$ cat config.mk
export PLATFORM = sky130hd
export DESIGN_NAME = kernel_helper
export DESIGN_NICKNAME = d
export VERILOG_FILES = /design/src/helper_axil_pkg.sv /design/src/helper_reg_pkg.sv /design/src/ctl_addr_router.sv /design/src/helper_reg_file.sv /design/src/irq_handshake.sv /design/src/kernel_helper.sv
export VERILOG_INCLUDE_DIRS = /design/src
export SDC_FILE = /design/constraint.sdc
export NUM_CORES = 1
export LEC_CHECK = 0
export ABC_CLOCK_PERIOD_IN_PS = 7100
export BUFFER_PORTS_ARGS = -buffer_cell sky130_fd_sc_hd__buf_2
export CORE_AREA = 2 2 143 145
export CTS_CLUSTER_DIAMETER = 40
export DETAILED_ROUTE_END_ITERATION = 10
export DIE_AREA = 0 0 145 147
export SETUP_SLACK_MARGIN = 0.02
export SLEW_MARGIN = 20
export SYNTH_ARGS = -nofsm -noshare
export SYNTH_HDL_FRONTEND = slang
export SYNTH_SLANG_ARGS = --single-unit
$ cat constraint.sdc
create_clock -name ACLK -period 7.1 [get_ports ACLK]
set_input_delay 0 -clock ACLK [delete_from_list [all_inputs] [get_ports ACLK]]
set_output_delay 0 -clock ACLK [all_outputs]
set_load 0.02 [all_outputs]
$ cat src/helper_cfg.svh
// Build-time constants; HELPER_KERNEL_ADDR_W must not exceed HELPER_CTL_ADDR_W, data width is 32
`ifndef HELPER_CFG_SVH
`define HELPER_CFG_SVH

// Address bit that selects the helper region; also the helper offset width
`define HELPER_REG_RANGE_BIT 17

// Infrastructure and kernel AXI-lite address widths
`define HELPER_CTL_ADDR_W 32
`define HELPER_KERNEL_ADDR_W 32

`define HELPER_DATA_W 32

// Context (PASID) width carried with each interrupt
`define HELPER_CTXW 9

// Identification words
`define HELPER_KERNEL_TYPE 32'h0000_ABCD
`define HELPER_RELEASE_LEVEL 32'h0000_0001

// Kernel name, four ASCII words, space padded
`define HELPER_NAME_WORD0 32'h7473_6574
`define HELPER_NAME_WORD1 32'h2020_2020
`define HELPER_NAME_WORD2 32'h2020_2020
`define HELPER_NAME_WORD3 32'h2020_2020

`endif

$ cat src/helper_axil_pkg.sv
// AXI-lite signal types; only OKAY and SLVERR responses are named, other codes pass as raw bits
`include "helper_cfg.svh"

package helper_axil_pkg;

    // Infrastructure side address
    typedef logic [`HELPER_CTL_ADDR_W-1:0] axil_addr_t;

    // Kernel side address, possibly narrower
    typedef logic [`HELPER_KERNEL_ADDR_W-1:0] axil_kaddr_t;

    typedef logic [`HELPER_DATA_W-1:0] axil_data_t;

    typedef logic [`HELPER_DATA_W/8-1:0] axil_strb_t;

    typedef enum logic [1:0] {
        OKAY   = 2'b00,
        SLVERR = 2'b10
    } axil_resp_e;

endpackage

$ cat src/helper_reg_pkg.sv
// Helper register map and FSM encodings; offsets are byte addresses inside the helper region
`include "helper_cfg.svh"

package helper_reg_pkg;

    // Offset inside the helper region
    typedef logic [`HELPER_REG_RANGE_BIT-1:0] helper_addr_t;

    // Register offsets, decoded as the register block's opcodes
    typedef enum logic [`HELPER_REG_RANGE_BIT-1:0] {
        KERNEL_TYPE   = 'h10,
        RELEASE_LEVEL = 'h14,
        IRQ_SRC_LO    = 'h18,
        IRQ_SRC_HI    = 'h1C,
        CONTEXT       = 'h20,
        NAME0         = 'h30,
        NAME1         = 'h34,
        NAME2         = 'h38,
        NAME3         = 'h3C
    } reg_offset_e;

    // Write channel FSM
    typedef enum logic [1:0] {
        WR_IDLE = 2'd0,
        WR_DATA = 2'd1,
        WR_RESP = 2'd2
    } wr_state_e;

    // Read channel FSM
    typedef enum logic {
        RD_IDLE = 1'b0,
        RD_DATA = 1'b1
    } rd_state_e;

    typedef logic [`HELPER_CTXW-1:0] ctx_t;

    // Interrupt source address, high word above low word
    typedef logic [63:0] irq_src_t;

endpackage

$ cat src/ctl_addr_router.sv
// Master must keep one write and one read outstanding at most; kernel sees truncated addresses
`include "helper_cfg.svh"

module ctl_addr_router (
    input  logic                       ACLK,
    input  logic                       ARESET,

    input  logic                       ctl_awvalid,
    input  helper_axil_pkg::axil_addr_t ctl_awaddr,
    input  logic                       ctl_wvalid,
    input  helper_axil_pkg::axil_data_t ctl_wdata,
    input  helper_axil_pkg::axil_strb_t ctl_wstrb,
    input  logic                       ctl_arvalid,
    input  helper_axil_pkg::axil_addr_t ctl_araddr,
    input  logic                       ctl_rready,
    input  logic                       ctl_bready,
    output logic                       ctl_awready,
    output logic                       ctl_wready,
    output logic                       ctl_arready,
    output logic                       ctl_rvalid,
    output helper_axil_pkg::axil_data_t ctl_rdata,
    output helper_axil_pkg::axil_resp_e ctl_rresp,
    output logic                       ctl_bvalid,
    output helper_axil_pkg::axil_resp_e ctl_bresp,

    output logic                       hlp_awvalid,
    output helper_reg_pkg::helper_addr_t hlp_awaddr,
    output logic                       hlp_wvalid,
    output helper_axil_pkg::axil_data_t hlp_wdata,
    output helper_axil_pkg::axil_strb_t hlp_wstrb,
    output logic                       hlp_arvalid,
    output helper_reg_pkg::helper_addr_t hlp_araddr,
    output logic                       hlp_rready,
    output logic                       hlp_bready,
    input  logic                       hlp_awready,
    input  logic                       hlp_wready,
    input  logic                       hlp_arready,
    input  logic                       hlp_rvalid,
    input  helper_axil_pkg::axil_data_t hlp_rdata,
    input  helper_axil_pkg::axil_resp_e hlp_rresp,
    input  logic                       hlp_bvalid,
    input  helper_axil_pkg::axil_resp_e hlp_bresp,

    output logic                       krn_awvalid,
    output helper_axil_pkg::axil_kaddr_t krn_awaddr,
    output logic                       krn_wvalid,
    output helper_axil_pkg::axil_data_t krn_wdata,
    output helper_axil_pkg::axil_strb_t krn_wstrb,
    output logic                       krn_arvalid,
    output helper_axil_pkg::axil_kaddr_t krn_araddr,
    output logic                       krn_rready,
    output logic                       krn_bready,
    input  logic                       krn_awready,
    input  logic                       krn_wready,
    input  logic                       krn_arready,
    input  logic                       krn_rvalid,
    input  helper_axil_pkg::axil_data_t krn_rdata,
    input  helper_axil_pkg::axil_resp_e krn_rresp,
    input  logic                       krn_bvalid,
    input  helper_axil_pkg::axil_resp_e krn_bresp
);
    import helper_axil_pkg::*;

    logic aw_sel_hlp;
    logic ar_sel_hlp;
    logic aw_hlp_q;
    logic w_sel_hlp;

    // Region decode on the live addresses
    assign aw_sel_hlp = ctl_awaddr[`HELPER_REG_RANGE_BIT];
    assign ar_sel_hlp = ctl_araddr[`HELPER_REG_RANGE_BIT];

    // Write target kept for a W beat that trails its AW
    always_ff @(posedge ACLK) begin
        if (ARESET) begin
            aw_hlp_q <= 1'b0;
        end else if (ctl_awvalid) begin
            aw_hlp_q <= aw_sel_hlp;
        end
    end

    assign w_sel_hlp = (ctl_awvalid & aw_sel_hlp) | aw_hlp_q;

    // Request channels toward the helper
    assign hlp_awvalid = ctl_awvalid & aw_sel_hlp;
    assign hlp_awaddr  = ctl_awaddr[`HELPER_REG_RANGE_BIT-1:0];
    assign hlp_wvalid  = ctl_wvalid & w_sel_hlp;
    assign hlp_wdata   = ctl_wdata;
    assign hlp_wstrb   = ctl_wstrb;
    assign hlp_arvalid = ctl_arvalid & ar_sel_hlp;
    assign hlp_araddr  = ctl_araddr[`HELPER_REG_RANGE_BIT-1:0];
    assign hlp_rready  = ctl_rready;
    assign hlp_bready  = ctl_bready;

    // Request channels toward the kernel, address cut to its width
    assign krn_awvalid = ctl_awvalid & ~aw_sel_hlp;
    assign krn_awaddr  = ctl_awaddr[`HELPER_KERNEL_ADDR_W-1:0];
    assign krn_wvalid  = ctl_wvalid & ~w_sel_hlp;
    assign krn_wdata   = ctl_wdata;
    assign krn_wstrb   = ctl_wstrb;
    assign krn_arvalid = ctl_arvalid & ~ar_sel_hlp;
    assign krn_araddr  = ctl_araddr[`HELPER_KERNEL_ADDR_W-1:0];
    assign krn_rready  = ctl_rready;
    assign krn_bready  = ctl_bready;

    // Ready from the selected side
    assign ctl_awready = aw_sel_hlp ? hlp_awready : krn_awready;
    assign ctl_wready  = w_sel_hlp ? hlp_wready : krn_wready;
    assign ctl_arready = ar_sel_hlp ? hlp_arready : krn_arready;

    // Only one side answers at a time, so responses merge by OR
    assign ctl_rvalid = hlp_rvalid | krn_rvalid;
    assign ctl_rdata  = hlp_rvalid ? hlp_rdata : krn_rdata;
    assign ctl_rresp  = axil_resp_e'(hlp_rresp | krn_rresp);
    assign ctl_bvalid = hlp_bvalid | krn_bvalid;
    assign ctl_bresp  = axil_resp_e'(hlp_bresp | krn_bresp);

    // The OR merge needs read responses from the two slaves never to overlap
    a_rvalid_exclusive: assert property (
        @(posedge ACLK) disable iff (ARESET) !(hlp_rvalid && krn_rvalid)
    );

endmodule

$ cat src/helper_reg_file.sv
// Responses are always OKAY; IRQ source words are write-only and read back as zero
`include "helper_cfg.svh"

module helper_reg_file (
    input  logic                         ACLK,
    input  logic                         ARESET,
    input  logic                         awvalid,
    input  helper_reg_pkg::helper_addr_t awaddr,
    input  logic                         wvalid,
    input  helper_axil_pkg::axil_data_t  wdata,
    input  helper_axil_pkg::axil_strb_t  wstrb,
    input  logic                         arvalid,
    input  helper_reg_pkg::helper_addr_t araddr,
    input  logic                         rready,
    input  logic                         bready,
    output logic                         awready,
    output logic                         wready,
    output logic                         bvalid,
    output helper_axil_pkg::axil_resp_e  bresp,
    output logic                         arready,
    output logic                         rvalid,
    output helper_axil_pkg::axil_data_t  rdata,
    output helper_axil_pkg::axil_resp_e  rresp,
    output helper_reg_pkg::ctx_t         ctx,
    output helper_reg_pkg::irq_src_t     irq_src
);
    import helper_axil_pkg::*;
    import helper_reg_pkg::*;

    wr_state_e    wr_state;
    wr_state_e    wr_next;
    rd_state_e    rd_state;
    rd_state_e    rd_next;
    helper_addr_t waddr_q;
    logic         aw_hs;
    logic         w_hs;
    logic         ar_hs;
    axil_data_t   src_lo_q;
    axil_data_t   src_hi_q;
    ctx_t         ctx_q;
    axil_data_t   ctx_word;
    axil_data_t   rdata_q;

    // Byte-lane merge of write data into a register
    function automatic axil_data_t strb_merge(
        input axil_data_t cur,
        input axil_data_t din,
        input axil_strb_t strb
    );
        axil_data_t res;
        res = cur;
        for (int i = 0; i < `HELPER_DATA_W/8; i++) begin
            if (strb[i]) begin
                res[8*i +: 8] = din[8*i +: 8];
            end
        end
        return res;
    endfunction

    assign aw_hs = awvalid & awready;
    assign w_hs  = wvalid & wready;
    assign ar_hs = arvalid & arready;

    // Write FSM
    always_ff @(posedge ACLK) begin
        if (ARESET) begin
            wr_state <= WR_IDLE;
        end else begin
            wr_state <= wr_next;
        end
    end

    always_comb begin
        wr_next = wr_state;
        case (wr_state)
            WR_IDLE: if (awvalid) wr_next = WR_DATA;
            WR_DATA: if (wvalid) wr_next = WR_RESP;
            WR_RESP: if (bready) wr_next = WR_IDLE;
            default: wr_next = WR_IDLE;
        endcase
    end

    assign awready = (wr_state == WR_IDLE);
    assign wready  = (wr_state == WR_DATA);
    assign bvalid  = (wr_state == WR_RESP);
    assign bresp   = OKAY;

    // Offset captured with AW, used on the W beat
    always_ff @(posedge ACLK) begin
        if (aw_hs) begin
            waddr_q <= awaddr;
        end
    end

    // Writable registers
    assign ctx_word = strb_merge(axil_data_t'(ctx_q), wdata, wstrb);

    always_ff @(posedge ACLK) begin
        if (ARESET) begin
            ctx_q    <= '0;
            src_lo_q <= '0;
            src_hi_q <= '0;
        end else if (w_hs) begin
            case (waddr_q)
                CONTEXT:    ctx_q    <= ctx_word[`HELPER_CTXW-1:0];
                IRQ_SRC_LO: src_lo_q <= strb_merge(src_lo_q, wdata, wstrb);
                IRQ_SRC_HI: src_hi_q <= strb_merge(src_hi_q, wdata, wstrb);
                default:    ;
            endcase
        end
    end

    // Read FSM
    always_ff @(posedge ACLK) begin
        if (ARESET) begin
            rd_state <= RD_IDLE;
        end else begin
            rd_state <= rd_next;
        end
    end

    always_comb begin
        rd_next = rd_state;
        case (rd_state)
            RD_IDLE: if (arvalid) rd_next = RD_DATA;
            RD_DATA: if (rready) rd_next = RD_IDLE;
            default: rd_next = RD_IDLE;
        endcase
    end

    assign arready = (rd_state == RD_IDLE);
    assign rvalid  = (rd_state == RD_DATA);
    assign rresp   = OKAY;

    // Read data latched on AR, zero for unmapped offsets
    always_ff @(posedge ACLK) begin
        if (ar_hs) begin
            case (araddr)
                KERNEL_TYPE:   rdata_q <= `HELPER_KERNEL_TYPE;
                RELEASE_LEVEL: rdata_q <= `HELPER_RELEASE_LEVEL;
                CONTEXT:       rdata_q <= axil_data_t'(ctx_q);
                NAME0:         rdata_q <= `HELPER_NAME_WORD0;
                NAME1:         rdata_q <= `HELPER_NAME_WORD1;
                NAME2:         rdata_q <= `HELPER_NAME_WORD2;
                NAME3:         rdata_q <= `HELPER_NAME_WORD3;
                default:       rdata_q <= '0;
            endcase
        end
    end

    assign rdata   = rdata_q;
    assign ctx     = ctx_q;
    assign irq_src = {src_hi_q, src_lo_q};

    // Write response held under back-pressure
    a_bvalid_hold: assert property (
        @(posedge ACLK) disable iff (ARESET)
        (bvalid && !bready) |=> (bvalid && wr_state == WR_RESP)
    );

    // Read data stable while the master stalls
    a_rdata_hold: assert property (
        @(posedge ACLK) disable iff (ARESET)
        (rvalid && !rready) |=> (rvalid && $stable(rdata))
    );

endmodule

$ cat src/irq_handshake.sv
// Kernel interrupt is a level; a new edge during a pending request extends it until acknowledged
module irq_handshake (
    input  logic ACLK,
    input  logic ARESET,
    input  logic irq_in,
    input  logic irq_ack,
    output logic irq_req
);

    // Level already seen and turned into a request
    logic edge_q;
    // Request issued, acknowledge not yet received
    logic wait_ack_q;

    always_ff @(posedge ACLK) begin
        if (ARESET) begin
            edge_q     <= 1'b0;
            wait_ack_q <= 1'b0;
        end else begin
            wait_ack_q <= (irq_in & ~edge_q) | (wait_ack_q & ~irq_ack);
            // Edge is only consumed once nothing is pending
            edge_q     <= irq_in & (edge_q | ~wait_ack_q);
        end
    end

    // Request in the same cycle as the rising level
    assign irq_req = irq_in & ~edge_q;

    // Without a pending request the pulse is a single cycle
    a_req_single: assert property (
        @(posedge ACLK) disable iff (ARESET)
        (irq_req && !wait_ack_q) |=> !irq_req
    );

endmodule

$ cat src/kernel_helper.sv
// Control-port helper; region bit set selects helper registers, clear passes to the kernel
`include "helper_cfg.svh"

module kernel_helper (
    input  logic                         ACLK,
    input  logic                         ARESET,

    input  logic                         ctl_awvalid,
    input  helper_axil_pkg::axil_addr_t  ctl_awaddr,
    input  logic                         ctl_wvalid,
    input  helper_axil_pkg::axil_data_t  ctl_wdata,
    input  helper_axil_pkg::axil_strb_t  ctl_wstrb,
    input  logic                         ctl_arvalid,
    input  helper_axil_pkg::axil_addr_t  ctl_araddr,
    input  logic                         ctl_rready,
    input  logic                         ctl_bready,
    output logic                         ctl_awready,
    output logic                         ctl_wready,
    output logic                         ctl_arready,
    output logic                         ctl_rvalid,
    output helper_axil_pkg::axil_data_t  ctl_rdata,
    output helper_axil_pkg::axil_resp_e  ctl_rresp,
    output logic                         ctl_bvalid,
    output helper_axil_pkg::axil_resp_e  ctl_bresp,

    output logic                         krn_awvalid,
    output helper_axil_pkg::axil_kaddr_t krn_awaddr,
    output logic                         krn_wvalid,
    output helper_axil_pkg::axil_data_t  krn_wdata,
    output helper_axil_pkg::axil_strb_t  krn_wstrb,
    output logic                         krn_arvalid,
    output helper_axil_pkg::axil_kaddr_t krn_araddr,
    output logic                         krn_rready,
    output logic                         krn_bready,
    input  logic                         krn_awready,
    input  logic                         krn_wready,
    input  logic                         krn_arready,
    input  logic                         krn_rvalid,
    input  helper_axil_pkg::axil_data_t  krn_rdata,
    input  helper_axil_pkg::axil_resp_e  krn_rresp,
    input  logic                         krn_bvalid,
    input  helper_axil_pkg::axil_resp_e  krn_bresp,

    input  logic                         irq_in,
    input  logic                         irq_ack,
    output logic                         irq_req,
    output helper_reg_pkg::irq_src_t     irq_src,
    output helper_reg_pkg::ctx_t         irq_ctx
);
    import helper_axil_pkg::*;
    import helper_reg_pkg::*;

    // Router to helper register file
    logic         hlp_awvalid;
    helper_addr_t hlp_awaddr;
    logic         hlp_wvalid;
    axil_data_t   hlp_wdata;
    axil_strb_t   hlp_wstrb;
    logic         hlp_arvalid;
    helper_addr_t hlp_araddr;
    logic         hlp_rready;
    logic         hlp_bready;
    logic         hlp_awready;
    logic         hlp_wready;
    logic         hlp_arready;
    logic         hlp_rvalid;
    axil_data_t   hlp_rdata;
    axil_resp_e   hlp_rresp;
    logic         hlp_bvalid;
    axil_resp_e   hlp_bresp;

    // All router ports share their names with top ports and wires
    ctl_addr_router u_router (.*);

    helper_reg_file u_regs (
        .ACLK    (ACLK),
        .ARESET  (ARESET),
        .awvalid (hlp_awvalid),
        .awaddr  (hlp_awaddr),
        .wvalid  (hlp_wvalid),
        .wdata   (hlp_wdata),
        .wstrb   (hlp_wstrb),
        .arvalid (hlp_arvalid),
        .araddr  (hlp_araddr),
        .rready  (hlp_rready),
        .bready  (hlp_bready),
        .awready (hlp_awready),
        .wready  (hlp_wready),
        .bvalid  (hlp_bvalid),
        .bresp   (hlp_bresp),
        .arready (hlp_arready),
        .rvalid  (hlp_rvalid),
        .rdata   (hlp_rdata),
        .rresp   (hlp_rresp),
        .ctx     (irq_ctx),
        .irq_src (irq_src)
    );

    irq_handshake u_irq (
        .ACLK    (ACLK),
        .ARESET  (ARESET),
        .irq_in  (irq_in),
        .irq_ack (irq_ack),
        .irq_req (irq_req)
    );

endmodule

Word-level counts from Yosys, hierarchy flattened

Index checks and enable logic that the tools add are counted.

Equal/unequal tests: 15
Mux-type cells: 12
Bitwise operators: 24
Reduce and logical (&&, ||, !) cells: 13

Operator list:

| kind                                                   | count |
|---|---|
| case mux 31 bit (5 select lines)                       | 1 |
| equality test 17 x 6 -> 1 bit (second input constant)  | 6 |
| equality test 17 x 5 -> 1 bit (second input constant)  | 4 |
| AND reduction 3 bit                                    | 11 |
| 2-to-1 mux 32 bit                                      | 1 |
| bitwise AND 1 bit                                      | 12 |
| NOT 1 bit                                              | 7 |
| 2-to-1 mux 2 bit                                       | 3 |
| case mux 2 bit (3 select lines)                        | 1 |
| 2-to-1 mux 1 bit                                       | 5 |
| OR 1 bit                                               | 5 |
| inequality test 2 x 1 -> 1 bit (second input constant) | 2 |
| OR reduction 3 bit                                     | 1 |
| equality test 2 x 1 -> 1 bit (second input constant)   | 1 |
| equality test 2 bit (second input constant)            | 1 |
| zero test 2 bit                                        | 1 |
| inequality test 2 bit (second input constant)          | 1 |
| case mux 1 bit (2 select lines)                        | 1 |

Register bits: 128
Input bits: 150
Output and inout bits: 220

Depth between registers and ports, before layout

Gate-level depths: netlist of the first run.

Depth in word-level cells: 5
Mapped depth: 6
Mapped depth without buffers: 4

Hierarchy

A second synthesis of the first run with hierarchy kept.

Cell total of the unflattened synthesis: 677
Area, all modules: 6,528.8 sq um

By module, submodules not included:

| module          | instances | cells each | area each (sq um) | seq. area each (sq um) |
|---|---|---|---|---|
| helper_reg_file | 1         | 441        | 4,445.5           | 2,422.3 |
| ctl_addr_router | 1         | 229        | 1,994.4           | 20.0 |
| irq_handshake   | 1         | 7          | 88.8              | 40.0 |

Worst setup path after synthesis of the first run

No wires, ideal clock.

Kind: register to register
Start: register u_regs.waddr_q[12]
End: register u_regs.src_hi_q[0]
Data arrival time: 2.145 ns
Required time: 7.028 ns
Slack: 4.884 ns
Cell stages (with the launch flop): 7
Path buffers: 2
Period minus slack after synthesis: 2.216 ns
Path through: edfxtp_1 -> or4_4 -> or4_1 -> buf_2 -> buf_6 -> nor3_4 -> mux2i_1

Longest elaborated chain between the ends: 2

RTL lines:

| item                          | line                   | RTL |
|---|---|---|
| start: declaration            | helper_reg_file.sv:34  | `helper_addr_t waddr_q;` |
| start signal: assignment      | helper_reg_file.sv:91  | `waddr_q <= awaddr;` |
| equality test 17 x 5 -> 1 bit | helper_reg_file.sv:104 | `case (waddr_q)` |
| AND reduction 3 bit (no line) | n/a                    |  |
| end signal: assignment        | helper_reg_file.sv:107 | `IRQ_SRC_HI: src_hi_q <= strb_merge(src_hi_q, wdata, wstrb);` |
| end: declaration              | helper_reg_file.sv:39  | `axil_data_t src_hi_q;` |

Every way passes these cells.
A chain may end at the register's enable or synchronous reset.

Final worst setup path of the first run

Start: register u_regs.waddr_q[12]
End: register u_regs.ctx_q[0], in the netlist u_regs.ctx[0]

Longest elaborated chain between the ends: 2

RTL lines:

| item                          | line                   | RTL |
|---|---|---|
| equality test 17 x 6 -> 1 bit | helper_reg_file.sv:104 |  |
| AND reduction 3 bit (no line) | n/a                    |  |
| end signal: assignment        | helper_reg_file.sv:105 | `` CONTEXT: ctx_q <= ctx_word[`HELPER_CTXW-1:0]; `` |
| end: declaration              | helper_reg_file.sv:40  | `ctx_t ctx_q;` |

Every way passes these cells.

==> flow_summary.json, run 1 <==
{
  "ant_nets": 0,
  "min_path_cells": 0,
  "cts_sinks": 109,
  "syn_area_mm2": 0.00556,
  "syn_inst": 607,
  "clock_path_buffers": 2,
  "worstReg2RegEnd": "u_regs.ctx[0]$_SDFFE_PP0P_",
  "rsz0062_at_grt": "no",
  "worstSetupPathType": "reg -> reg",
  "yosysWarnings": 0,
  "slew-limit-headroom_pct": 42.3,
  "dp_worst_setup_slack_ns": 4.57,
  "synth_edf_count": 30,
  "critPathRequiredTime_ns": 7.36,
  "avgViaCountPerCell": 4.49,
  "drive_gt1_share_pct": 40.9,
  "drt-initial-drc-count": 250,
  "clk_latency_ns": 0.36,
  "setup_viol": 0,
  "synth-main-ff-cell": "dfxtp_1",
  "yosysTopAreaCell": "dfxtp_1",
  "die_w_um": 145,
  "num_vias": 5021,
  "cp_max_fo": 50,
  "finalCritPeriodShare_pct": 35.7,
  "tns_ns": 0,
  "cts_tree": "built",
  "hold_viol": 0,
  "grt_pass1_vias": 4627,
  "initial_utilization_pct": 28.0,
  "routedWlPerCell_um": 15.7,
  "gp_congestion": 0.801,
  "setup_ws_ns": 4.57,
  "clk_pin_slew_ns": 0.08,
  "antenna_found_initial": 0,
  "syn_avg_cell_area_um2": 9.16,
  "die_h_um": 147,
  "post_cts_resized": 0,
  "rr_worst_depth": 5,
  "synth_common_cells": "106 x buf_4, 79 x dfxtp_1, 59 x o21ai_0",
  "synth.yosys.seq_area_share_pct": 44.6,
  "grt_max_degree": 89,
  "powerDensity_mw_per_mm2": 188,
  "worst_ep_arrival_time_ns": 2.80,
  "postCtsSetupBuffers": 0,
  "critPathCaptureType": "flip-flop",
  "fmaxAchievable_mhz": 395,
  "grt_pass1_wl_mm": 26.5,
  "synth_area_leaders": "dfxtp_1 28%, edfxtp_1 16%, buf_4 14%, o21ai_0 5.3%, a21oi_1 5.2%",
  "finClkSkew_ns": 0.0134,
  "core_area_mm2": 0.0198,
  "worst_pin_slew_ns": 0.858,
  "cts_buffers": 9,
  "io_pins": 370,
  "die-area_mm2": 0.0213,
  "root_buffer": "clkbuf_16",
  "multiInputGateArea_mm2": 0.00209,
  "hpwl_mm": 13.0,
  "firstDrtPassIters": 4,
  "nets": 993,
  "num_rows": 52,
  "hold_slack_ns": 0.00000744,
  "ff_latch_area_mm2": 0.00248,
  "ir_worst_vdd_v": 0.0000996,
  "maxCapViolCount": 0,
  "status": "finished clean",
  "hold_end": "krn_araddr[18]",
  "fillerInstances": 2002,
  "synth.most_common_cell": "buf_4",
  "fin_crit_ns": 2.53,
  "rrSetupSlack_ns": 4.57,
  "p_leak_nw": 3.35,
  "portBuffers": 305,
  "maxSlewViolCount": 0,
  "holdCritStartpoint": "ctl_araddr[18]",
  "syn2layout_area_growth_pct": 33.5,
  "track_usage_pct": 15.9,
  "yosysTopAreaCellShare_pct": 28.4,
  "start_kind": "flip-flop",
  "grt.overflow.total": 0,
  "synth_nets": 757,
  "min_path_type": "in -> out",
  "drt-total-wl_mm": 17.6,
  "synth-seq-cells": 109,
  "drcViolationCount": 0,
  "synthArstFlopShare_pct": 0,
  "r2r-start": "u_regs.waddr_q[12]$_DFFE_PP_",
  "ys_types": 40,
  "htreeDepth": 3,
  "antenna_cells": 0
}
==> routing by layer <==
metal	up-vias	GRT usage (%)	wire length, µm
met2	201	24.5	8310
met4	0	5.89	444
met3	38	3.14	936
met1	2310	22.1	7910
met5	-	0	0
li1	2472	-	-
==> registers in the layout (all words and copies together) (netlist names) <==
register           cells
u_irq.edge_q           1
u_regs.rvalid          1
u_router.aw_hlp_q      1
u_irq.wait_ack_q       1
u_regs.waddr_q        17
u_regs.wr_state        2
u_regs.src_hi_q       32
u_regs.src_lo_q       32
u_regs.rdata          13
u_regs.ctx             9
==> cell type report <==
type | instances | area share, %
Clock buffer | 9 | 3.03
Clock inverter | 7 | 1.16
Timing Repair Buffer | 366 | 28.6
Multi-Input combinational cell | 338 | 28.2
Tap cell | 270 | 4.55
Inverter | 19 | 0.961
Sequential cell | 109 | 33.4
==> critical path, stage by stage (launching register included) <==
cell and delay, ns:
edfxtp_1 0.36, or4_4 0.55, nor4_4 0.13, buf_4 0.48, nand4_1 0.57, mux2i_1 0.31
==> worst max path at each step <==
stage / to / slack (ns) / startpoint / depth (start not counted)
2_1_floorplan: u_regs.src_hi_q[0]$_SDFFE_PP0P_ / 4.88 / u_regs.waddr_q[12]$_DFFE_PP_ / 6
3_3_place_gp: u_regs.ctx[2]$_SDFFE_PP0P_ / 4.60 / u_regs.waddr_q[12]$_DFFE_PP_ / 5
3_5_place_dp: u_regs.src_lo_q[20]$_SDFFE_PP0P_ / 4.57 / u_regs.waddr_q[8]$_DFFE_PP_ / 4
4_1_cts: u_regs.ctx[0]$_SDFFE_PP0P_ / 4.53 / u_regs.waddr_q[12]$_DFFE_PP_ / 5
5_1_grt: u_regs.src_lo_q[4]$_SDFFE_PP0P_ / 4.36 / u_regs.waddr_q[15]$_DFFE_PP_ / 5
6_report: u_regs.ctx[0]$_SDFFE_PP0P_ / 4.57 / u_regs.waddr_q[12]$_DFFE_PP_ / 5
==> stage by stage <==
step	util, %	cell area [µm²]	power (W)	instances
6_report	37.4	7420	0.00140	1118
5_1_grt	37.4	7420	0.00146	1118
4_1_cts	37.4	7410	0.00142	1118
3_5_place_dp	33.0	6540	0.000856	1046
3_3_place_gp	33.0	6540	0.000855	1046
2_1_floorplan	-	5560	0.000818	607
==> cells by family after synthesis <==
logic type	synth area share, %
buffers and inverters	18.1
flip-flops	44.6
AO/OA/AOI/OAI	11.8
multiplexers	6.91
AND/OR/NAND/NOR	18.5
==> cells in the final DEF, fill, tap and decap left out, types with 5 or more instances in the layout <==
cell type,count
clkbuf_16,9
buf_2,305
nand4_1,5
nor2_1,14
dfxtp_1,79
inv_1,19
nand2b_1,36
nand2_1,12
edfxtp_1,30
mux2_2,11
nand3b_1,7
dlygate4sd3_1,56
buf_4,5
a21oi_1,58
nor3b_1,6
or4_1,5
o21ai_0,59
mux2i_1,26
nor2b_1,14
nand3_1,50
==> power breakdown <==
group	internal [W]	switching (W)	total (W)
logic	0.0000894	0.000123	0.000213
registers	0.000646	0.00000511	0.000652
clock network	0.000283	0.000250	0.000533
==> repair_timing <==
action | CTS | global route
endpoints found under the hold margin | 92 | 0
endpoints found under the setup margin | 0 | 0
hold buffers | 56 | 0
No activity file was read; power rests on OpenSTA's default activity.
==> inputs of run 2 (changes only) <==
--- a/config.mk
+++ b/config.mk
@@ -6,7 +6,7 @@
 export SDC_FILE = /design/constraint.sdc
 export NUM_CORES = 1
 export LEC_CHECK = 0
-export ABC_CLOCK_PERIOD_IN_PS = 7100
+export ABC_CLOCK_PERIOD_IN_PS = 2100
 export BUFFER_PORTS_ARGS = -buffer_cell sky130_fd_sc_hd__buf_2
 export CORE_AREA = 2 2 143 145
 export CTS_CLUSTER_DIAMETER = 40
==> constraint.sdc (replaced) <==
create_clock -name ACLK -period 2.1 [get_ports ACLK]
set_input_delay 0 -clock ACLK [delete_from_list [all_inputs] [get_ports ACLK]]
set_output_delay 0 -clock ACLK [all_outputs]
set_load 0.02 [all_outputs]
==> flow_summary.json, run 2 (synthesized netlist as in run 1, its figures left out) <==
{
  "drcViolationCount": 0,
  "drt-total-wl_mm": 17.9,
  "finalCritPeriodShare_pct": 95.5,
  "worst_ep_arrival_time_ns": 2.22,
  "grt_pass1_wl_mm": 27.3,
  "htreeDepth": 3,
  "worstSetupPathType": "reg -> reg",
  "critPathCaptureType": "flip-flop",
  "min_path_type": "in -> out",
  "grt.overflow.total": 0,
  "die_w_um": 145,
  "clock_path_buffers": 2,
  "num_vias": 5085,
  "track_usage_pct": 16.3,
  "status": "finished clean",
  "antenna_cells": 0,
  "syn2layout_area_growth_pct": 36.4,
  "grt_pass1_vias": 4715,
  "die-area_mm2": 0.0213,
  "total_power_w": 0.00460,
  "hold_viol": 0,
  "gp_congestion": 0.785,
  "cpPeakStageDelay_ns": 0.59,
  "ant_nets": 0,
  "io_pins": 370,
  "routedWlPerCell_um": 15.8,
  "layout_commonest_cell": "buf_2",
  "hpwl_mm": 13.4,
  "nets": 1010,
  "cts_buffers": 9,
  "maxCapViolCount": 0,
  "maxSlewViolCount": 0,
  "fin_crit_ns": 2.01,
  "cts_sinks": 109,
  "post-route-util_pct": 38.2,
  "biggestRegsByFlops": "u_regs.src_hi_q (32), u_regs.src_lo_q (32), u_regs.waddr_q (17)",
  "cts_tree": "built",
  "ir_worst_vdd_v": 0.000325,
  "worst_pin_slew_ns": 0.702,
  "clk_pin_slew_ns": 0.07,
  "clk_latency_ns": 0.35,
  "drt-initial-drc-count": 294,
  "powerDensity_mw_per_mm2": 607,
  "worst_path_dominant_cell_family": "simple AND/OR/NAND/NOR gates",
  "finClkSkew_ns": 0.0109,
  "critical_path.n_buffers_inverters": 1,
  "rsz0062_at_grt": "yes",
  "initial_utilization_pct": 28.0,
  "grt_max_degree": 60,
  "root_buffer": "clkbuf_16",
  "fmaxAchievable_mhz": 498,
  "critPathRequiredTime_ns": 2.32,
  "p_leak_nw": 3.44,
  "cp_max_fo": 8,
  "num_rows": 52,
  "place_area_mm2": 0.00672,
  "fin_area_mm2": 0.00759,
  "firstDrtPassIters": 4,
  "drive_gt1_share_pct": 42.4,
  "die_h_um": 147,
  "start_kind": "flip-flop",
  "setup_viol": 0,
  "crit_chain": "or4_4, or4_1, buf_4, o21ai_1, a21oi_1",
  "avgViaCountPerCell": 4.48,
  "portBuffers": 305,
  "core_area_mm2": 0.0198,
  "mostFrequentLayoutCells": "305 x buf_2, 79 x dfxtp_1, 58 x a21oi_1, 56 x dlygate4sd3_1, 50 x nand3_1",
  "antenna_found_initial": 0,
  "cp_slowest_cell": "or4_4",
  "slew-limit-headroom_pct": 53.2
}
-- run 2: changes by cell type in the layout (fill, tap and decap cells not counted), sizes merged --
cell / change
bufinv: -1
clkbuf: +1
inv: -1
buf: +17
clkinv: +1
-- run 2: power by group --
group | switching, W | internal, W | total, W
Clock | 0.000806 | 0.000858 | 0.00166
Combinational | 0.000425 | 0.000313 | 0.000738
Sequential | 0.0000155 | 0.00219 | 0.00220
Total | 0.00125 | 0.00336 | 0.00460
-- run 2: timing repair --
item / CTS / global route
buffers inserted: 0 / 0
hold buffers: 56 / 0
gates resized for setup: 4 / 12
hold endpoints to repair: 95 / 0
endpoints found under the setup margin: 24 / 13
pin swaps: 0 / 1
-- run 2: worst register-to-register path, stage by stage, from the launching register on --
cell	delay, ns
edfxtp_1	0.38
or4_4	0.59
or4_1	0.53
buf_4	0.18
o21ai_1	0.13
a21oi_1	0.07
-- run 2: layout make-up --
class / count / area (µm²)
fill: 2003 / 12300
sequential: 109 / 2480
timing repair buffer: 383 / 2300
multi-input combinational: 338 / 2100
tap: 270 / 338
clock buffer: 10 / 239
inverter: 19 / 71.3
clock inverter: 6 / 51.3
-- run 2: final timing paths --
| path | from | end | slack, ns | cells past startpoint |
|---|---|---|---|---|
| hold reg to reg | u_regs.src_lo_q[31]$_SDFFE_PP0P_ | u_regs.src_lo_q[31]$_SDFFE_PP0P_ | 0.47 | 2 |
| setup reg to reg | u_regs.waddr_q[13]$_DFFE_PP_ | u_regs.src_hi_q[8]$_SDFFE_PP0P_ | 0.09 | 5 |
| setup / recovery | u_regs.waddr_q[13]$_DFFE_PP_ | u_regs.src_hi_q[8]$_SDFFE_PP0P_ | 0.09 | 5 |
| hold / removal | krn_bresp[1] | ctl_bresp[1] | 0.000007 | 0 |
-- run 2: metrics by stage --
step                      hold WS (ns)  instances  setup TNS (ns)  worst slack (ns)
after floorplan                 0.0781        607          -0.439           -0.0549
final                       0.00000744       1135               0            0.0937
after global routing         0.0000282       1135               0           0.00956
after CTS                     0.000137       1135               0            0.0532
after global placement        0.000137       1063        -0.00183          -0.00183
after detailed placement      0.000137       1063          -0.105           -0.0558
-- run 2: per-layer routing --
layer	share of wire, %	track usage, %
met5	0	0
met4	3.1	7.33
met3	5.5	3.04
met2	47	25.8
met1	44	21.6
